$ cat config.mk
export PLATFORM = sky130hd
export DESIGN_NAME = fetch_stage
export DESIGN_NICKNAME = d
export VERILOG_FILES = /design/src/logic/icache_pkg.sv /design/src/logic/fetch_stage.sv
export SDC_FILE = /design/constraint.sdc
export NUM_CORES = 1
export LEC_CHECK = 0
export BUFFER_PORTS_ARGS = -buffer_cell sky130_fd_sc_hd__buf_2
export CORE_ASPECT_RATIO = 1.2
export CORE_MARGIN = 2
export CORE_UTILIZATION = 42
export DETAILED_ROUTE_END_ITERATION = 16
export GPL_TIMING_DRIVEN = 0
export PLACE_DENSITY = 0.93
export SYNTH_ARGS = -nofsm -noshare
export SYNTH_HDL_FRONTEND = slang
export SYNTH_SLANG_ARGS = --single-unit
$ cat constraint.sdc
create_clock -name clk -period 3.2 [get_ports clk]
set_clock_uncertainty 0.15 [all_clocks]
set_input_delay 0.64 -clock clk [delete_from_list [all_inputs] [get_ports clk]]
set_output_delay 0.64 -clock clk [all_outputs]
set_load 0.02 [all_outputs]
$ cat src/logic/icache_pkg.sv
`default_nettype none

package icache_pkg;

	localparam int ADDR_WIDTH     = 32;
	localparam int AXI_BEAT_BYTES = 4;

	typedef logic [ADDR_WIDTH-1:0] addr_t;

	typedef struct packed {
		addr_t addr;
	} fetch_req_t;

	// AXI burst type encodings
	typedef enum logic [1:0] {
		burst_fixed = 2'b00,
		burst_incr  = 2'b01,
		burst_wrap  = 2'b10
	} axi_burst_t;

	typedef struct packed {
		addr_t      araddr;
		logic [7:0] arlen;
		logic [2:0] arsize;
		axi_burst_t arburst;
	} axi_ar_t;

	typedef struct packed {
		logic [AXI_BEAT_BYTES*8-1:0] rdata;
		logic                        rlast;
	} axi_r_t;

	typedef enum logic [1:0] {
		refill_idle,
		refill_addr,
		refill_recv
	} refill_state_t;

endpackage

`default_nettype wire

$ cat src/logic/fetch_stage.sv
`timescale 1ns/1ps
`default_nettype none

module fetch_stage import icache_pkg::*; #(
	parameter int LINE_WIDTH   = 256,
	parameter int SET_ASSOC    = 4,
	parameter int CACHE_SIZE   = 4096,
	localparam int INDEX_WIDTH = $clog2(CACHE_SIZE / LINE_WIDTH / SET_ASSOC)
) (
	input  logic                   clk,
	input  logic                   rst,
	input  logic                   req_valid,
	output logic                   req_ready,
	input  fetch_req_t             req,
	input  logic                   advance,
	output logic                   rd_en,
	output logic [INDEX_WIDTH-1:0] rd_index,
	output logic                   s2_valid,
	output addr_t                  s2_addr
);

	localparam int LINE_OFFSET = $clog2(LINE_WIDTH / 8);

	logic armed;

	// ready only once out of reset
	assign req_ready = armed & advance;
	assign rd_en     = req_valid & req_ready;
	assign rd_index  = req.addr[LINE_OFFSET +: INDEX_WIDTH];

	always_ff @(posedge clk or posedge rst) begin
		if (rst) begin
			armed    <= 1'b0;
			s2_valid <= 1'b0;
		end else begin
			armed <= 1'b1;
			if (advance) begin
				s2_valid <= rd_en;
			end
		end
	end

	always_ff @(posedge clk) begin
		if (rd_en) begin
			s2_addr <= req.addr;
		end
	end

endmodule

`default_nettype wire

=== Word-level counts from Yosys, hierarchy flattened ===
Index checks and enable logic that the tools add are counted.

* Bitwise operators: 2

{| class="wikitable"
|+ Operators by type and width
! operator !! number
|-
| $and A1 B1 Y1 || 2
|}

* Bits in registers: 34
* Output and inout port bits: 37
* Logic and storage cells: 5
* Input bits: 36

=== Depth between registers and ports, before layout ===
Gate-level depths: netlist of the first run.

* Depth after elaboration: 2
* Mapped depth: 2
* Gate-level depth less buffers: 2

=== Least setup slack after synthesis of the first run ===
No wires, ideal clock.

* Kind: input to output
* Start point: input port req_valid
* End point: output port rd_en
* Stages on the path: 1
* Slack: 1.341 ns
* Data arrival time: 1.069 ns
* Path buffers: 0
* Data required time: 2.410 ns
* Cells stage by stage: and3_4

* Longest elaborated chain between the ends: 1

{| class="wikitable"
|+ RTL lines
! what !! line !! source
|-
| start, declared || fetch_stage.sv:12 || <nowiki>input logic req_valid,</nowiki>
|-
| $and A1 B1 Y1 || fetch_stage.sv:28 || <nowiki>assign rd_en = req_valid & req_ready;</nowiki>
|-
| end, declared || fetch_stage.sv:16 || <nowiki>output logic rd_en,</nowiki>
|}

Every way passes these cells.

=== Worst setup path in the final report of the first run ===
* Start point: input port advance
* End point: output port rd_en

* Longest elaborated chain between the ends: 2

{| class="wikitable"
|+ RTL lines
! what !! line !! source
|-
| start, declared || fetch_stage.sv:15 || <nowiki>input logic advance,</nowiki>
|-
| $and A1 B1 Y1 || fetch_stage.sv:27 || <nowiki>assign req_ready = armed & advance;</nowiki>
|-
| $and A1 B1 Y1 || fetch_stage.sv:28 ||
|}

Every way passes these cells.

==> results of run 1 <==
cells in the final DEF, fill, tap and decap left out:
cell / n
a21o_1: 1
and2_2: 1
and3_4: 1
buf_2: 72
buf_4: 2
clkbuf_1: 2
clkbuf_4: 5
conb_1: 1
dfrtp_1: 2
dlygate4sd3_1: 1
edfxtp_1: 32
inv_1: 2
state kept, by name, summed over array words and instances, names as in the netlist:
register,cells
armed,1
s2_addr,32
s2_valid,1
final timing paths:
kind,cells after the start,end,from
worst max-delay path,3,rd_en,advance
worst min-delay path,1,s2_addr[17],req[17]
worst max register to register,1,s2_addr[9],armed
worst min register to register,1,s2_valid,s2_valid
max in group asynchronous,3,armed,rst
min in group asynchronous,3,s2_valid,rst
power groups by stage:
stage | logic [W] | registers, W | clock network (W)
final | 0.0000643 | 0.000505 | 0.000204
after floorplan | 0.0000124 | 0.000531 | 0
after global routing | 0.0000694 | 0.000506 | 0.000230
after CTS | 0.0000652 | 0.000505 | 0.000211
after detailed placement | 0.0000642 | 0.000515 | 0
after global placement | 0.0000617 | 0.000514 | 0
through the flow:
step / power [W] / utilization (%)
finish: 0.000773 / 61.4
global route: 0.000805 / 61.4
CTS: 0.000781 / 61.4
detailed placement: 0.000579 / 59.1
global placement: 0.000576 / 59.1
floorplan: 0.000544 / -
synthesized netlist by cell type:
master	n	area, um^2
and2_2	1	7.51
edfxtp_1	32	961
dfrtp_1	2	50.1
buf_4	2	15.0
and3_4	1	11.3
inv_1	2	7.51
a21o_1	1	7.51
conb_1	1	3.75
critical path, delay by kind of cell:
kind,cells,cell delay [ps]
buffers and inverters,2,350
and+or+nand+nor,1,460
routing by layer:
metal  vias to the layer above  part of all wire, %  global-route usage [%]
li1                        314                    -                       -
met1                       290                   33                    12.2
met2                        45                   54                    22.3
met3                         4                   12                    8.59
met4                         0                  1.6                    7.54
met5                         -                    0                       0
what timing repair did:
item	in CTS	in global routing
endpoints found under the hold margin	2	0
hold buffers	1	0
gates resized for setup	0	0
cell type report:
type / instances / share of cell area [%]
buffer: 2 / 0.988
clock buffer: 7 / 2.96
inverter: 2 / 0.494
multi-input combinational: 4 / 1.98
sequential: 34 / 66.5
tap: 33 / 2.72
timing repair buffer: 73 / 24.4
kinds of logic (layout without fill, tap and decap cells):
group	Yosys count	count (layout)	synth area share [%]
buffers and inverters	4	84	2.12
and+or+nand+nor	2	2	1.76
other	1	1	0.353
AOI/OAI and AO/OA	1	1	0.706
DFF	34	34	95.1
==> results.md, run 1 <==
Outcome:
- The run finished with clean final reports.

Finish:
- The fraction of final layout cells with drive strength greater than 1 is 66.4%.
- The area taken by flip-flops and latches is 0.00101 mm^2.
- 0 antenna diodes ended up in the layout.
- The count of cells in the finished layout, fillers not included, comes to 155.
- Counting the fill cells in the layout gives 193.
- The final instance area is 0.00152 mm^2.
- The layout-stage area growth over the synthesis result is 42.9%.
- The final layout contains 158 nets.
- The area of the multi-input gates is 30.0 um^2.

Drt:
- The number of nets with antenna violations after detailed routing is 0.
- The post-detailed-route via-to-cell ratio is 4.21.
- The detailed router finished its first iteration with 8 violations.
- The first detailed-routing pass ran for 4 iterations.
- The routed layout has 653 vias.
- For this run, design rule violations remaining after detail routing come to 0.
- The total routed wirelength is 1.85 mm.
- The routed wire length per instance is 12.0 um.

Critical path:
- The setup path with the least slack is of type input pin to output port.
- In this run the worst path has a maximum fanout of 34.
- STA puts the critical path data required time at 2410 ps.
- The most prevalent standard cell on the critical path is buf_2.
- For this run, the slowest stage of the critical path takes 460 ps.
- The worst setup path is captured at an output port.
- Traced cell by cell, the critical path runs through buf_2, and3_4, buf_2.
- The critical path launch point type is an input pin.
- The largest individual stage delay along the critical path comes from the cell and3_4.
- The critical path data arrival time is 1450 ps.
- The internal reg-to-reg setup slack is 1850 ps.

Logic synthesis:
- The netlist uses 8 different library cells.
- The net count after synthesis is 78.
- The share of synthesized area occupied by flip-flops and latches is 95.1%.
- A synthesized cell averages 25.3 um^2.
- During synthesis, Yosys emitted a total of 0 warnings.
- The total of flip-flops plus latches after synthesis is 34.
- Synthesis produced 42 cells.
- The cell area that synthesis handed to floorplanning was 0.00106 mm^2.

Global route:
- The total grt overflow is 0.
- The via count of the first global-routing pass is 608.
- The initial antenna violation count is 0.
- Entering global routing, the biggest net connects 35 pins.
- The overall global routing resource usage is 13.3%.
- The global-route wire length before repair is 2.63 mm.

Die:
- The area of the die is 0.00295 mm^2.
- The die extent in y is 59.1 um.
- The initial utilization of the core area, before any placement, comes to 42.9%.
- The die is 49.9 um wide.
- The initialized floorplan defines 20 standard-cell rows.
- The core box area is 0.00248 mm^2.
- 73 I/O pins were placed.

Pwr:
- The power density over the cells is 508 mW/mm^2.
- The switching part of the total is 20.7%.
- In this run the static leakage power is 0.675 nW.
- The share of power burned in registers is 65.3%.
- The internal power contribution is 0.000613 W.
- The clock power share is 26.3%.
- The reported net switching power is 0.000160 W.
- The largest vdd supply drop is 0.000305 V.
- The fraction of power consumed by combinational cells is 8.3%.

Placed design:
- The number of placed instances with taps included is 147.
- The routability congestion estimate is 0.703.
- The pre-CTS worst setup slack is 940 ps.
- The instance area at placement is 0.00147 mm^2.
- Buffers placed on the I/O ports in this run total 72.

Timing:
- The final critical-path setup slack is 955 ps.
- Across all hold checks on the routed design, the worst slack comes to 330 ps.
- Setup violations remaining at the end of the flow were counted as 0.
- The maximum clock frequency is 0.445 GHz.
- The final number of max-transition violations was 0.
- After layout, the minimum clock period comes to 2240 ps.
- The share of the clock period used by the worst path after layout is 70.1%.
- The hold violation count in the final report is 0.
- The final setup TNS is 0 ps.
- Setup repair after global routing left no endpoint under its margin.

CTS:
- The master cell of the clock root buffer is clkbuf_4.
- In this run, CTS created clock tree buffers numbering 5.
- TritonCTS built the clock tree.
- After clock tree synthesis, the clock-pin slew on the worst setup and hold paths is 90 ps.
- The number of clock sinks is 34.
- The later-pin clock latency in the skew report is 330 ps.
- In this run the post-CTS setup repair buffer count came out at 0.
- The number of buffers on the longest clock path is 2.
- The H-tree was split into 2 levels.

Worst hold path:
- The min-delay analysis places its worst path in the category input pin to flop.

Flow run:
- The number of max-cap violations is 0.
Note: power is estimated with default switching activity, not from simulation.
==> run 2: changes to the inputs <==
- CORE_UTILIZATION: 42 -> 36
- PLACE_DENSITY: 0.93 -> 0.86
- clock period: 3.2 -> 1.9 ns (I/O delays scaled with it)
==> run 2 against run 1 <==
Against the previous run: sequential cell count unchanged; hold slack got worse by 240 ps; largest cell class unchanged; critical endpoint unchanged; count of clock-buffer cells in the layout is 1 higher; wire length is 5.9% higher.
==> results.md, run 2 (same netlist as run 1, synthesis figures left out) <==
CTS:
- The number of buffers created by CTS is 5 (unchanged).
- The number of H-tree levels is 2 (unchanged).
- The count of cells resized by post-cts repair is 0 (unchanged).
- The clock transition time at the flip-flop clock pins of the worst setup and hold paths is 90 ps (about the same).
- The number of clock sinks is 34 (unchanged).
- The later-pin clock latency in the skew report is 310 ps (-20 ps).
- The number of buffers on the longest clock path came to 2 (unchanged).
- TritonCTS built the clock tree.
- The master cell of the clock root buffer is clkbuf_4.

Critical path:
- Among all stages on the critical path, the largest delay is contributed by dfrtp_1.
- The longest individual stage delay on the worst path is 380 ps (-80 ps).
- The critical path buffer and inverter count was 1 (-1).
- The dominant delay contributor by cell family on the critical path is flip-flops.
- The maximum fanout along the worst path is 17 (-50%).
- The signal on the critical path passes through and3_4, buf_2.
- The critical path launch point type is a flop.
- The kind of critical path is flop to output port.
- The critical path data arrival time is 1250 ps (-200 ps).
- The critical path data required time is 1370 ps (-1040 ps).
- STA classifies the critical path endpoint as an output port.

Drt:
- The number of DRC violations after detailed routing is 0 (unchanged).
- The number of DRC violations after detailed-routing iteration 0 came to 5 (-3).
- The number of nets with antenna violations after detailed routing is 0 (unchanged).
- The vias after detailed routing came to 679 (+4.0%).
- The iteration count of the initial detailed-routing pass came to 3 (-1).
- The routed wire length per instance is 12.4 um (+3.9%).
- The total routed wirelength was 1.96 mm (+5.9%).
- The post-detailed-route via-to-cell ratio is 4.30 (+2.0%).

Worst hold path:
- The path class of the tightest hold or removal check is input pin to flop.

Finish:
- The fill cell instance count of the final layout is 234 (+21%).
- The area taken by flip-flops and latches is 0.00101 mm^2 (unchanged).
- The largest registers in the layout are s2_addr (32), armed (1), s2_valid (1).
- The final net count is 159 (+0.63%).
- The number of inserted diodes came to 0 (unchanged).
- The final cell count without fillers is 158 (+1.9%).
- The number of flip-flops under the largest register name is 32 (unchanged).
- The area of the multi-input gates is 37.5 um^2 (+25%).
- The register with the most flip-flops is s2_addr.
- The fraction of final layout cells with drive strength greater than 1 is 66.1% (-0.26 points).
- Leaving out fill and tap cells, the most frequent cell in the layout is buf_2.
- In the layout the commonest cells are buf_2 (72), edfxtp_1 (32), clkbuf_4 (5).
- Relative to the synthesized area, the layout overhead comes to 44.1%.

Timing:
- The maximum clock frequency is 0.563 GHz.
- The final setup TNS was 0 ps (unchanged).
- Setup repair after global routing left no endpoint under its margin.
- The final number of max-transition violations is 0 (unchanged).
- The clock period could shrink to 1780 ps.
- The hold violation count in the final report is 0 (unchanged).
- The share of the clock period used by the worst path after layout is 93.5%.
- The final setup violation count came to 0 (unchanged).

Global route:
- The overall global routing resource usage is 12.8% (-0.56 points).
- The total grt overflow came to 0 (unchanged).
- The global-route wire length before repair is 2.88 mm (+9.5%).
- The via count of the first global-routing pass is 647 (+6.4%).
- The largest net degree at the start of global routing came to 18 (-49%).
- The initial antenna violation count is 0 (unchanged).

Placed design:
- The routability congestion estimate is 0.634 (-9.8%).
- The count of port buffers added during placement is 72 (unchanged).
- The number of placed instances with taps included was 148 (+0.68%).

Pwr:
- The largest vdd supply drop is 0.000456 V (+49%).
- The leakage power came to 0.681 nW (+0.94%).
- The power density over the cells is 848 mW/mm^2 (+67%).

Die:
- The count of boundary I/O pins is 73 (unchanged).
- The area of the die came to 0.00341 mm^2 (+15%).
- The die extent in y is 63.5 um (+7.5%).
- The site row count is 21 (+5.0%).
- The core box area is 0.00281 mm^2 (+13%).
- The horizontal extent of the die is 53.6 um (+7.4%).
- The effective utilization at floorplan came to 37.8% (-5.1 points).

Outcome:
- The run finished with clean final reports.

Flow run:
- The number of max-cap violations was 0 (unchanged).
==> run 2: changes by cell type in the layout (fill, tap and decap cells not counted) <==
cell	before	now
and3_2	0	1
clkbuf_1	2	3
==> run 2: final timing paths <==
path                          start     endpoint  slack (ps)  cells after the start
max                           armed        rd_en         120                      2
min                         req[16]  s2_addr[16]          90                      1
max reg2reg                   armed  s2_addr[30]         610                      1
min reg2reg                s2_valid     s2_valid         340                      1
max in group asynchronous       rst        armed        1200                      3
min in group asynchronous       rst     s2_valid         300                      3
==> run 2: power breakdown <==
group          internal [W]  leakage (nW)  switching (W)
Clock              0.000147        0.0265       0.000191
Sequential         0.000845         0.319     0.00000564
Combinational     0.0000481         0.336      0.0000621
Total               0.00104         0.681       0.000259
==> run 2: per-layer routing <==
| metal | vias to the layer above | wire, um | part of all wire [%] | GRT usage, % |
|---|---|---|---|---|
| met4 | 0 | 27 | 1.4 | 5.45 |
| met3 | 4 | 197 | 10 | 9.00 |
| li1 | 321 | - | - | - |
| met5 | - | 0 | 0 | 0 |
| met2 | 43 | 1140 | 58 | 22.5 |
| met1 | 311 | 594 | 30 | 9.87 |
==> run 2: repair_timing <==
item,in CTS,in global routing
setup endpoints to repair,1,0
endpoints found under the hold margin,2,0
buffers inserted,0,0
hold buffers,1,0
==> run 2: layout make-up <==
type / count / share of cell area (%)
buffer: 2 / 0.980
clock buffer: 8 / 3.18
inverter: 2 / 0.490
multi-input combinational: 5 / 2.45
sequential: 34 / 66.0
tap: 34 / 2.78
timing repair buffer: 73 / 24.2
==> run 2: per-stage QoR <==
stage / hold slack [ps] / util [%] / setup WS (ps) / instance area, um^2 / total power (W)
global placement: 75.9 / 52.2 / 203 / 1470 / 0.000971
CTS: 70.4 / 54.5 / 100 / 1530 / 0.00132
floorplan: -28.8 / - / 561 / 1060 / 0.000916
detailed placement: 84.3 / 52.2 / 179 / 1470 / 0.000976
finish: 88.9 / 54.5 / 123 / 1530 / 0.00130
global route: 51.8 / 54.5 / 50.6 / 1530 / 0.00137
