$ cat src/logic/icache_pkg.sv
`default_nettype none

package icache_pkg;

	localparam int ADDR_WIDTH     = 32;
	localparam int AXI_BEAT_BYTES = 4;

	typedef logic [ADDR_WIDTH-1:0] addr_t;

	typedef struct packed {
		addr_t addr;
	} fetch_req_t;

	// AXI burst type encodings
	typedef enum logic [1:0] {
		burst_fixed = 2'b00,
		burst_incr  = 2'b01,
		burst_wrap  = 2'b10
	} axi_burst_t;

	typedef struct packed {
		addr_t      araddr;
		logic [7:0] arlen;
		logic [2:0] arsize;
		axi_burst_t arburst;
	} axi_ar_t;

	typedef struct packed {
		logic [AXI_BEAT_BYTES*8-1:0] rdata;
		logic                        rlast;
	} axi_r_t;

	typedef enum logic [1:0] {
		refill_idle,
		refill_addr,
		refill_recv
	} refill_state_t;

endpackage

`default_nettype wire

$ cat src/logic/refill_unit.sv
`timescale 1ns/1ps
`default_nettype none

module refill_unit import icache_pkg::*; #(
	parameter int LINE_WIDTH = 256,
	parameter int SET_ASSOC  = 4,
	localparam int WAY_BITS  = $clog2(SET_ASSOC)
) (
	input  logic                  clk,
	input  logic                  rst,
	input  logic                  miss_valid,
	input  addr_t                 miss_addr,
	output logic [WAY_BITS-1:0]   victim,
	output logic                  ar_valid,
	input  logic                  ar_ready,
	output axi_ar_t               ar,
	input  logic                  r_valid,
	output logic                  r_ready,
	input  axi_r_t                r,
	output logic                  fill_valid,
	output logic [LINE_WIDTH-1:0] fill_line
);

	localparam int BEAT_BITS   = AXI_BEAT_BYTES * 8;
	localparam int BEATS       = LINE_WIDTH / BEAT_BITS;
	localparam int LINE_OFFSET = $clog2(LINE_WIDTH / 8);
	localparam int BUF_WIDTH   = LINE_WIDTH - BEAT_BITS;

	refill_state_t        state;
	refill_state_t        state_next;
	logic                 lfsr_update;
	logic [31:0]          lfsr_val;
	addr_t                line_addr;
	logic [BUF_WIDTH-1:0] beat_buf;
	logic                 beat_take;

	replace_lfsr u_lfsr (
		.clk    (clk),
		.rst    (rst),
		.update (lfsr_update),
		.val    (lfsr_val)
	);

	assign ar.araddr  = line_addr;
	assign ar.arlen   = 8'(BEATS - 1);
	assign ar.arsize  = 3'($clog2(AXI_BEAT_BYTES));
	assign ar.arburst = burst_incr;

	assign ar_valid    = (state == refill_addr);
	assign r_ready     = (state == refill_recv);
	assign beat_take   = r_valid && r_ready;
	assign lfsr_update = (state == refill_idle) && miss_valid;

	// last beat goes straight into the line, no extra cycle
	assign fill_valid = beat_take && r.rlast;
	assign fill_line  = {r.rdata, beat_buf};

	always_comb begin
		state_next = state;
		unique case (state)
			refill_idle: begin
				if (miss_valid) begin
					state_next = refill_addr;
				end
			end
			refill_addr: begin
				if (ar_ready) begin
					state_next = refill_recv;
				end
			end
			refill_recv: begin
				if (fill_valid) begin
					state_next = refill_idle;
				end
			end
			default: begin
				state_next = refill_idle;
			end
		endcase
	end

	always_ff @(posedge clk or posedge rst) begin
		if (rst) begin
			state <= refill_idle;
		end else begin
			state <= state_next;
		end
	end

	always_ff @(posedge clk) begin
		if (lfsr_update) begin
			line_addr <= {miss_addr[ADDR_WIDTH-1:LINE_OFFSET], {LINE_OFFSET{1'b0}}};
			victim    <= lfsr_val[WAY_BITS-1:0];
		end
		// first beat ends up in the low word
		if (beat_take) begin
			beat_buf <= {r.rdata, beat_buf[BUF_WIDTH-1:BEAT_BITS]};
		end
	end

endmodule

`default_nettype wire

$ cat src/logic/replace_lfsr.sv
`timescale 1ns/1ps
`default_nettype none

module replace_lfsr (
	input  logic        clk,
	input  logic        rst,
	input  logic        update,
	output logic [31:0] val
);

	localparam logic [31:0] SEED = 32'h5eed_c0de;
	// x^32 + x^22 + x^2 + x + 1, right shifting form
	localparam logic [31:0] TAPS = 32'h8020_0003;

	always_ff @(posedge clk or posedge rst) begin
		if (rst) begin
			val <= SEED;
		end else if (update) begin
			val <= {1'b0, val[31:1]} ^ (val[0] ? TAPS : 32'h0);
		end
	end

endmodule

`default_nettype wire
$ cat config.mk
export PLATFORM = sky130hd
export DESIGN_NAME = refill_unit
export DESIGN_NICKNAME = d
export VERILOG_FILES = /design/src/logic/icache_pkg.sv /design/src/logic/refill_unit.sv /design/src/logic/replace_lfsr.sv
export SDC_FILE = /design/constraint.sdc
export NUM_CORES = 1
export LEC_CHECK = 0
export ABC_AREA = 1
export BUFFER_PORTS_ARGS = -buffer_cell sky130_fd_sc_hd__buf_2
export CELL_PAD_IN_SITES_DETAIL_PLACEMENT = 1
export CELL_PAD_IN_SITES_GLOBAL_PLACEMENT = 1
export CORE_MARGIN = 4
export CORE_UTILIZATION = 35
export DETAILED_ROUTE_END_ITERATION = 10
export PLACE_DENSITY_LB_ADDON = 0.05
export RECOVER_POWER = 100
export SYNTH_ARGS = -nofsm -noshare
export SYNTH_HDL_FRONTEND = slang
export SYNTH_SLANG_ARGS = --single-unit
$ cat constraint.sdc
create_clock -name clk -period 10.9 [get_ports clk]
set_input_delay 0.545 -clock clk [delete_from_list [all_inputs] [get_ports clk]]
set_output_delay 0.545 -clock clk [all_outputs]
set_load 0.005 [all_outputs]
# Word level (Yosys, flattened, before mapping)

Index checks and enable logic that the tools add are counted.

Register bits after elaboration: 287
Bits of input ports: 70
Output and inout port bits: 306
Logic and storage cells: 21

Equal/unequal tests: 5
Mux-type cells: 5
Bitwise logic cells: 1
Reductions and logical operators: 5

Operators by type and width:

| kind                                           | number |
|---|---|
| 2-to-1 mux 32 bit                              | 1 |
| XOR 31 x 32 -> 32 bit                          | 1 |
| 2-to-1 mux 2 bit                               | 3 |
| one-hot mux 2 bit (3 select lines)             | 1 |
| != test 2 x 1 -> 1 bit (second input constant) | 2 |
| logical AND 1 bit                              | 3 |
| AND reduction 3 bit                            | 1 |
| == test 2 x 1 -> 1 bit (second input constant) | 1 |
| == test 2 bit (second input constant)          | 1 |
| zero test 2 bit                                | 1 |
| != test 2 bit (second input constant)          | 1 |

# Depth between registers and ports, before layout

Gate-level depths: netlist (run 1).

Depth after elaboration: 5
Mapped depth: 5
Depth with buffers taken out: 5

# Hierarchy

A second synthesis (run 1) with hierarchy kept.

Cell total of the unflattened synthesis: 456
Area, all modules: 9446.6 um^2

By module, submodules not included:

| module       | times used | cells each | area each (um^2) | seq. area each (um^2) |
|---|---|---|---|---|
| refill_unit  | 1          | 326        | 8114.0           | 7647.3 |
| replace_lfsr | 1          | 130        | 1332.5           | 824.5 |

# Worst setup path after synthesis (run 1)

Ideal clock, no wire load.

Kind: register to register
Start: register state[1]
End: register beat_buf[0], enable pin
Library setup time: 0.811 ns
Data arrival time: 9.973 ns
Required time: 10.089 ns
Slack: 0.116 ns
Cell stages (with the launch flop): 5
Buffers on the path: 0
Period minus slack after synthesis: 10.784 ns
Cells stage by stage: dfrtp_1 inv_1 nor2_1 inv_1 nor2_1

Word-level cells in the longest chain between the ends: 2

Ends and longest elaborated chain:

| item                   | line              | source |
|---|---|---|
| start, declared        | refill_unit.sv:29 | `refill_state_t state;` |
| start signal, assigned | refill_unit.sv:84 | `state <= refill_idle;` |
| start signal, assigned | refill_unit.sv:86 | `state <= state_next;` |
| == test 2 bit          | refill_unit.sv:50 | `assign r_ready = (state == refill_recv);` |
| net r_ready            | refill_unit.sv:18 | `output logic r_ready,` |
| logical AND 1 bit      | refill_unit.sv:51 | `assign beat_take = r_valid && r_ready;` |
| net beat_take          | refill_unit.sv:35 | `logic beat_take;` |
| end signal, assigned   | refill_unit.sv:97 | `beat_buf <= {r.rdata, beat_buf[BUF_WIDTH-1:BEAT_BITS]};` |
| end, declared          | refill_unit.sv:34 | `logic [BUF_WIDTH-1:0] beat_buf;` |

The timed path passes the listed nets, and every way through them passes these cells.
A chain may end at the register's enable or synchronous reset.

# Worst setup path in the final report (run 1)

Start: register state[1]
End: register beat_buf[0], enable pin

Word-level cells in the longest chain between the ends: 2

Ends and longest elaborated chain:

| item              | line |
|---|---|
| == test 2 bit     | refill_unit.sv:50 |
| logical AND 1 bit | refill_unit.sv:51 |
| net beat_take     | refill_unit.sv:35 |

The timed path passes the listed nets, and every way through them passes these cells.

==> impl_metrics.tcl, run 1 <==
set metrics [dict create \
    fmax_mhz 172.8 \
    synthTopCellsByCount "253 x edfxtp_1, 79 x nand2_1, 52 x buf_4, 29 x nand3_1, 19 x dfstp_2" \
    dp_hpwl_microns 15760 \
    ioPinCount 376 \
    synth-edff-count 253 \
    worstPathRequired_ns 11.06 \
    wirelength_microns 22100 \
    combPwrFrac_pct 10.1 \
    pre_cts_slack_ns 7.021 \
    cts_buffer_depth 3 \
    via_count 5123 \
    cts_num_sinks 287 \
    finClkSkew_ns 0.01007 \
    synth.distinct_cells 16 \
    critPathArrivalTime_ns 5.95 \
    synth_top_cell_by_area "edfxtp_1" \
    synth_top_flop_cell "edfxtp_1" \
    numPortBuffers 352 \
    clk_latency_ns 0.54 \
    grt_max_degree 85 \
    p_seq_share_pct 53.3 \
    powerDensity_mw_per_mm2 227.9 \
    fillers 2755 \
    p_switching_mw 0.6659 \
    routed_via_density 4.331 \
    drtAntennaViolNets 0 \
    setup_tns_ns 0 \
    setup_viol 0 \
    area_growth_pct 26.14 \
    grt_pass1_wl_microns 32280 \
    synth_area_leaders "edfxtp_1 80%, dfstp_2 5.3%, buf_4 4.1%, dfrtp_1 4.0%, nand2_1 3.1%" \
    numCtsBuffers 31 \
    synth_top_area_share_pct 80.39 \
    rsz0062_at_grt "false" \
    post-route-min-period_ns 5.788 \
    yosysWarnings 0 \
    cts-hold-fix-buffers 0 \
    cp-start-kind "flop" \
    final_core_util_pct 45.36 \
    post-route-drc-count 0 \
    first_global_vias 5573 \
    maxCapViolations 3 \
    diodes 0 \
    post_drt_wl_per_cell_microns 18.68 \
    fin_ws_ns 5.112 \
    met1_length_microns 7883 \
    first_iter_violations 364 \
    violations "max-capacitance violations, max-slew violations" \
    layout.nets 894 \
    cts_setup_buffers 0 \
    dpl.cell_count 1126 \
    crit_type "reg2reg" \
    cp_slowest_cell "clkbuf_1" \
    wl_met2_microns 11540 \
    antenna_found_initial 0 \
    intPower_mw 2.050 \
    synth.avg_cell_area_sq_um 19.81 \
    post-route-period-util_pct 53.10 \
    wl_met3_microns 2058 \
    synth-seq-cells 287 \
    pwr-share-clk_pct 36.7 \
    place_congestion 0.7153 \
    drive_gt1_share_pct 18.04 \
    htree_levels 1 \
    total_leakage_power_nw 4.272 \
    outcome "finished with violations" \
    grtUsageTotal_pct 13.95 \
    hold_viol_final 0 \
    start_util_pct 35.96 \
    post_cts_resized 0 \
    worst_slew_pin_slew_ns 3.558 \
    drt-pass1-iter-count 5 \
    cts_tree "done" \
    fin_cells 1183 \
    critPathCaptureType "flop" \
    max-vdd-ir-drop_mv 0.1312 \
    die_area_sq_mm 0.02969 \
    cp_slowest_stage_delay_ns 2.49 \
    crit_chain "inv_1 -> nor2_1 -> inv_1 -> nor2_4 -> clkbuf_1 -> buf_4 -> buf_4" \
    die_w_microns 172.3 \
    synth_seq_area_share_pct 89.65 \
    finalMaxSlewViolations 137 \
    crit_path_max_fanout 84 \
    synthCells 477 \
    core_sq_mm 0.02628 \
    max_slew_margin_pct -137.2 \
    syn_area_sq_mm 0.009450 \
    clk_root_buffer_cell "clkbuf_16" \
    async_flop_share_pct 11.85 \
    grt_overflow 0 \
    dieHeight_microns 172.3 \
    swShare_pct 24.52 \
    fp-row-count 59 \
    dr.max_layer_used "met4" \
    path_clk_slew_ns 0.06 \
    yosysMostFrequentCell "edfxtp_1" \
    min_path_type "in2reg" \
]
worst max-delay path, delay by kind of cell, from the launching register on:
kind / cells / cell delay [ns]
AND/OR/NAND/NOR: 2 / 0.23
flip-flops: 1 / 0.41
buffers and inverters: 5 / 4.69
sequential cells by signal (all words and copies together) (netlist names):
name        flops
beat_buf      224
state           2
victim          2
u_lfsr.val     32
line_addr      27
routing by layer:
layer,vias up,global-route usage [%]
li1,2357,-
met1,2498,15.52
met2,220,24.84
met3,48,5.510
met4,0,3.999
met5,-,0
power by group through the flow:
stage | logic, mW | clock network [mW] | registers, mW
3_5_place_dp | 0.317 | 0 | 1.46
2_1_floorplan | 0.117 | 0 | 1.51
6_report | 0.273 | 0.996 | 1.45
3_3_place_gp | 0.312 | 0 | 1.45
5_1_grt | 0.307 | 1.07 | 1.46
4_1_cts | 0.317 | 1.03 | 1.44
layout make-up:
cell class / count / area, sq um / share of cell area [%]
clock inverters: 20 / 167.7 / 1.407
flip-flops and latches: 287 / 8472 / 71.07
well taps: 335 / 419.2 / 3.516
inverters: 12 / 45.04 / 0.3779
multi-input cells: 135 / 564.3 / 4.734
clock buffers: 37 / 798.3 / 6.697
repair buffers: 357 / 1454 / 12.20
cell families after synthesis:
| family | synth area share (%) |
|---|---|
| flops | 89.65 |
| other cells | 0.07947 |
| compound gates | 0.1059 |
| buf+inv | 5.097 |
| simple gates | 5.071 |
worst paths after layout:
kind	startpoint	to	slack [ns]	cells past startpoint
min in group asynchronous	rst	u_lfsr.val[0]$_DFFE_PP0P_	0.65	3
worst min register to register	beat_buf[177]$_DFFE_PP_	beat_buf[145]$_DFFE_PP_	0.44	0
worst max register to register	state[1]$_DFFE_PP0P_	beat_buf[0]$_DFFE_PP_	5.11	7
max in group asynchronous	rst	u_lfsr.val[11]$_DFFE_PP0P_	9.21	3
worst min-delay path	miss_addr[26]	line_addr[26]$_DFFE_PP_	0.18	1
worst max-delay path	state[1]$_DFFE_PP0P_	beat_buf[0]$_DFFE_PP_	5.11	7
layout by cell type (no fill, tap or decap):
| cell | n |
|---|---|
| conb_1 | 18 |
| nand2_1 | 80 |
| clkbuf_2 | 2 |
| dfstp_2 | 18 |
| o21ai_0 | 2 |
| clkinv_2 | 11 |
| bufinv_16 | 3 |
| buf_4 | 2 |
| buf_2 | 83 |
| nor2_2 | 1 |
| dfstp_1 | 1 |
| nor3_1 | 1 |
| clkbuf_16 | 31 |
| inv_1 | 12 |
| dfrtp_1 | 15 |
| clkbuf_1 | 271 |
| clkinv_1 | 6 |
| buf_1 | 5 |
| nand3_1 | 29 |
| nor2_1 | 2 |
| edfxtp_1 | 253 |
| nor2_4 | 2 |
per-stage QoR:
step | area [sq um] | total power [mW] | hold WS (ns)
finish | 11920 | 2.716 | 0.1830
global placement | 11300 | 1.765 | 0.4264
detailed placement | 11300 | 1.780 | 0.4279
floorplan | 9510 | 1.631 | 0.4425
global route | 11920 | 2.845 | 0.1504
CTS | 12270 | 2.788 | 0.09945
(Power assumes the default switching activity.)
==> inputs of run 2 (changes only) <==
Settings changed: ABC_AREA 1 to 0, CORE_UTILIZATION 35 to 36.
Clock period 10.9 ns to 5.2 ns, I/O delays scaled along.
==> run 2 against run 1 <==
  * The run still ends with max-capacitance violations, max-slew violations left
  * Largest cell class unchanged
  * Power increased by 120%
  * Hold slack got worse by 0.11 ns
  * Clock-buffer cell count increased by 9
  * Final cell count decreased by 2.2%
  * Synthesized area decreased by 0.99%
==> impl_metrics.tcl, run 2 <==
set metrics [dict create \
    worst_slew_pin_slew_ns 3.067 \
    syn_area_sq_mm 0.009356 \
    synthCells 388 \
    dpl.cell_count 1037 \
    critPathCaptureType "flop" \
    numCtsBuffers 31 \
    dp_hpwl_microns 15220 \
    stdcell_area_sq_mm 0.01255 \
    violations "max-capacitance violations, max-slew violations" \
    setup_tns_ns 0 \
    synth.avg_cell_area_sq_um 24.11 \
    yosysMostFrequentCell "edfxtp_1" \
    powerDensity_mw_per_mm2 467.1 \
    path_clk_slew_ns 0.06 \
    cts_buffer_depth 3 \
    grt_overflow 0 \
    diodes 0 \
    fillers 2560 \
    post_drt_wl_per_cell_microns 18.90 \
    place_congestion 0.8131 \
    critPathArrivalTime_ns 3.86 \
    fp-row-count 58 \
    fin_cells 1157 \
    grt_pass1_wl_microns 32450 \
    htree_levels 1 \
    synth_top_cell_by_area "edfxtp_1" \
    layout.nets 872 \
    antenna_found_initial 0 \
    start_util_pct 36.84 \
    swShare_pct 23.96 \
    max_slew_margin_pct -104.4 \
    finalMaxSlewViolations 96 \
    final_cell_mix "262 x clkbuf_1, 253 x edfxtp_1, 93 x buf_2" \
    grtUsageTotal_pct 14.54 \
    synth_top_flop_cell "edfxtp_1" \
    synth-seq-cells 287 \
    totalPowerFinal_mw 5.861 \
    hold_slack_ns 0.06836 \
    worstPathRequired_ns 5.61 \
    total_leakage_power_nw 4.485 \
    hold_viol_final 0 \
    drive_gt1_share_pct 24.06 \
    cts_num_sinks 287 \
    async_flop_share_pct 11.85 \
    setup_viol 0 \
    die_area_sq_mm 0.02863 \
    synth_seq_area_share_pct 90.55 \
    synth-edff-count 253 \
    first_global_vias 5479 \
    clk_root_buffer_cell "clkbuf_16" \
    crit_type "reg2reg" \
    max-vdd-ir-drop_mv 0.2603 \
    mostFrequentLayoutCell "clkbuf_1" \
    ioPinCount 376 \
    p_seq_share_pct 52.3 \
    synthTopCellsByCount "253 x edfxtp_1, 50 x buf_4, 29 x mux2_2, 19 x dfstp_2, 15 x dfrtp_1" \
    min_path_type "in2reg" \
    maxCapViolations 2 \
    p_switching_mw 1.404 \
    die_w_microns 169.2 \
    area_growth_pct 34.10 \
    via_count 4978 \
    drtAntennaViolNets 0 \
    outcome "finished with violations" \
    rsz0062_at_grt "false" \
    pwr-share-clk_pct 36.7 \
    post-route-min-period_ns 3.449 \
    largest_reg_flops 224 \
    wirelength_microns 21870 \
    post-route-period-util_pct 66.33 \
    synth.distinct_cells 21 \
    numPortBuffers 352 \
    cts_tree "done" \
    reg_top3 "beat_buf: 224 flops, u_lfsr.val: 32 flops, line_addr: 27 flops" \
    cts_setup_buffers 0 \
    drt-pass1-iter-count 4 \
    placed_area_sq_mm 0.01123 \
    grt_max_degree 119 \
    finClkSkew_ns 0.01297 \
    yosysWarnings 0 \
    first_iter_violations 232 \
    fmax_mhz 289.9 \
    crit_path_max_fanout 60 \
    post-route-drc-count 0 \
    dieHeight_microns 169.2 \
    clk_latency_ns 0.54 \
    intPower_mw 4.457 \
    routed_via_density 4.303 \
    largest-register "beat_buf" \
    combPwrFrac_pct 11.1 \
    synth_area_leaders "edfxtp_1 81%, dfstp_2 5.3%, buf_4 4.0%, dfrtp_1 4.0%, mux2_2 3.5%" \
    core_sq_mm 0.02540 \
    synth_top_area_share_pct 81.20 \
    cp-start-kind "flop" \
]
-- run 2: cell count changes after synthesis, moves of 4 or more --
| cell | previous run | this run |
|---|---|---|
| nor2_1 | 4 | 0 |
| inv_1 | 12 | 1 |
| nand2_1 | 79 | 1 |
| buf_2 | 4 | 0 |
| mux2_2 | 0 | 29 |
| nand3_1 | 29 | 0 |
-- run 2: timing repair --
action / CTS / global route
hold buffers: 62 / 0
gates resized for setup: 0 / 0
endpoints found under the hold margin: 76 / 0
-- run 2: critical path, stage by stage (launching register included) --
cell      delay, ns
dfrtp_1        0.44
nor3b_4        0.20
clkbuf_1       2.19
mux2_2         0.49
-- run 2: power by group through the flow --
stage               combinational (mW)  clock [mW]  sequential (mW)
global route                     0.715        2.34             3.10
finish                           0.648        2.15             3.06
CTS                              0.722        2.22             3.06
detailed placement               0.685           0             3.10
global placement                 0.673           0             3.08
floorplan                        0.264           0             3.14
-- run 2: cells by family after synthesis --
| group | Yosys count | synth area share (%) |
|---|---|---|
| xor+xnor | 3 | 0.2809 |
| other cells | 2 | 0.08027 |
| mux | 31 | 3.731 |
| flops | 287 | 90.55 |
| simple gates | 9 | 0.8025 |
| buf+inv | 54 | 4.413 |
| compound gates | 2 | 0.1471 |
-- run 2: worst paths after layout --
kind                                                    to              startpoint  slack (ns)  cells past startpoint
min in group asynchronous        u_lfsr.val[5]$_DFFE_PP0P_                     rst        0.90                      4
worst max register to register  u_lfsr.val[13]$_DFFE_PP0P_    state[0]$_DFFE_PP0P_        1.75                      3
worst min-delay path                  state[1]$_DFFE_PP0P_                    r[0]        0.07                      3
worst min register to register      beat_buf[15]$_DFFE_PP_  beat_buf[47]$_DFFE_PP_        0.44                      0
max in group asynchronous       u_lfsr.val[20]$_DFFE_PP0P_                     rst        3.26                      4
worst max-delay path            u_lfsr.val[13]$_DFFE_PP0P_    state[0]$_DFFE_PP0P_        1.75                      3
-- run 2: layout make-up --
class	instances	area, sq um	share of cell area [%]
sequential	287	8472	67.52
inverter	1	3.754	0.02992
clock buffer	46	902.1	7.190
timing repair buffer	418	2101	16.74
clock inverter	12	121.4	0.9673
tap	330	412.9	3.291
multi-input combinational	63	534.3	4.258
-- run 2: per-layer routing --
metal | GRT usage, % | routed length [microns] | vias up
met2 | 26.15 | 11200 | 267
li1 | - | - | 2250
met4 | 4.865 | 613 | 0
met1 | 15.36 | 7510 | 2424
met3 | 6.196 | 2544 | 37
met5 | 0 | 0 | -
-- run 2: stage by stage --
step	worst slack (ns)	util, %
finish	1.751	49.40
global route	1.449	49.40
CTS	2.693	50.67
detailed placement	2.691	44.20
global placement	2.821	44.20
floorplan	1.313	-
==> inputs of run 3 (changes only) <==
Clock period 5.2 ns to 3 ns, I/O delays scaled along.
==> run 3 against run 2 <==
  * The flow still finishes with violations (max-capacitance violations, max-slew violations)
  * Wire length is 0.52% lower
  * Clock power up 68%
  * Power up 71%
  * Critical path depth unchanged
  * Core utilization decreased by 0.13 points
  * Clock-buffer cell count is 11 lower
  * Critical endpoint is now beat_buf[7]$_DFFE_PP_
==> impl_metrics.tcl, run 3 (same netlist as run 2, synthesis figures left out) <==
set metrics [dict create \
    dieHeight_microns 169.2 \
    cts_buffer_depth 3 \
    fmax_mhz 430.5 \
    area_growth_pct 33.74 \
    post-route-drc-count 0 \
    finalMaxSlewViolations 35 \
    die_area_sq_mm 0.02863 \
    fp-row-count 58 \
    first_iter_violations 264 \
    dpl.cell_count 1041 \
    cts_num_sinks 287 \
    max_slew_margin_pct -19.89 \
    core_sq_mm 0.02540 \
    cp-start-kind "flop" \
    maxCapViolations 1 \
    layout.nets 877 \
    crit_type "reg2reg" \
    violations "max-capacitance violations, max-slew violations" \
    critPathArrivalTime_ns 2.47 \
    r2r_start "state[0]$_DFFE_PP0P_" \
    reg_top3 "beat_buf: 224 flops, u_lfsr.val: 32 flops, line_addr: 27 flops" \
    place_congestion 0.7381 \
    drt-pass1-iter-count 4 \
    antenna_found_initial 1 \
    cp_slowest_stage_delay_ns 0.81 \
    largest-register "beat_buf" \
    cts_tree "done" \
    cp_slowest_cell "clkbuf_1" \
    outcome "finished with violations" \
    setup_viol 0 \
    min_path_type "in2reg" \
    grt_max_degree 70 \
    htree_levels 1 \
    post-route-min-period_ns 2.323 \
    max-vdd-ir-drop_mv 0.4837 \
    via_count 4972 \
    die_w_microns 169.2 \
    start_util_pct 36.84 \
    grtUsageTotal_pct 14.65 \
    clk_root_buffer_cell "clkbuf_16" \
    diodes 0 \
    drive_gt1_share_pct 22.02 \
    drtAntennaViolNets 0 \
    worstPathRequired_ns 3.15 \
    setup_tns_ns 0 \
    crit_start "state[0]$_DFFE_PP0P_" \
    numPortBuffers 352 \
    path_clk_slew_ns 0.06 \
    crit_chain "and2b_1 -> and2_4 -> clkbuf_1" \
    rsz0062_at_grt "false" \
    critPathCaptureType "flop" \
    cts_setup_buffers 0 \
    dp_hpwl_microns 15410 \
    holdCritStartpoint "r_valid" \
    fin_cells 1161 \
    cts-hold-fix-buffers 63 \
    wirelength_microns 21760 \
    first_global_vias 5503 \
    largest_reg_flops 224 \
    post_cts_resized 0 \
    powerDensity_mw_per_mm2 802.9 \
    ioPinCount 376 \
    post_drt_wl_per_cell_microns 18.74 \
    grt_pass1_wl_microns 32610 \
    hold_viol_final 0 \
    mostFrequentLayoutCell "clkbuf_1" \
    post-route-period-util_pct 77.43 \
    routed_via_density 4.283 \
    clk_latency_ns 0.53 \
    final_cell_mix "274 x clkbuf_1, 253 x edfxtp_1, 78 x buf_2" \
    crit_path_max_fanout 26 \
    finClkSkew_ns 0.005433 \
    numCtsBuffers 31 \
    total_leakage_power_nw 4.439 \
    grt_overflow 0 \
    worst_slew_pin_slew_ns 1.798 \
]
[run 3: worst paths after layout]
check,endpoint,slack [ns],cells past startpoint
worst max register to register,beat_buf[7]$_DFFE_PP_,0.68,3
max in group asynchronous,u_lfsr.val[9]$_DFFE_PP0P_,1.16,4
worst min register to register,beat_buf[22]$_DFFE_PP_,0.45,0
worst max-delay path,beat_buf[7]$_DFFE_PP_,0.68,3
worst min-delay path,beat_buf[0]$_DFFE_PP_,0.20,2
min in group asynchronous,state[0]$_DFFE_PP0P_,0.80,4
[run 3: power breakdown]
group	switching, mW	total, mW	internal, mW
sequential	0.199	5.28	5.08
combinational	0.751	1.14	0.393
clock	1.48	3.62	2.14
[run 3: stage by stage]
| stage | setup slack, ns | total power [mW] | cell area (sq um) | util, % | hold WS (ns) |
|---|---|---|---|---|---|
| 6_report | 0.6771 | 10.05 | 12510 | 49.27 | 0.2048 |
| 2_1_floorplan | 0.2830 | 5.874 | 9419 | - | 0.2489 |
| 4_1_cts | 1.043 | 10.34 | 12880 | 50.71 | 0.1852 |
| 3_5_place_dp | 1.048 | 6.580 | 11270 | 44.37 | 0.2728 |
| 5_1_grt | 0.5006 | 10.56 | 12510 | 49.27 | 0.2025 |
| 3_3_place_gp | 1.114 | 6.535 | 11270 | 44.37 | 0.2593 |
[run 3: worst max-delay path: cells and delay by family (launching register included)]
family        cells  cell delay [ns]
buf+inv           1             0.81
flops             1             0.41
simple gates      2             0.69
[run 3: layout make-up]
class	count	area (sq um)
fill	2560	12890
timing repair buffer	423	2121
clock buffer	35	790.8
clock inverter	22	190.2
tap	330	412.9
inverter	1	3.754
multi-input combinational	63	523.0
sequential	287	8472
[run 3: per-layer routing]
metal	routed length (microns)	global-route usage, %
met1	7437	16.04
met2	11300	26.15
met3	2406	5.986
met4	619	4.445
met5	0	0
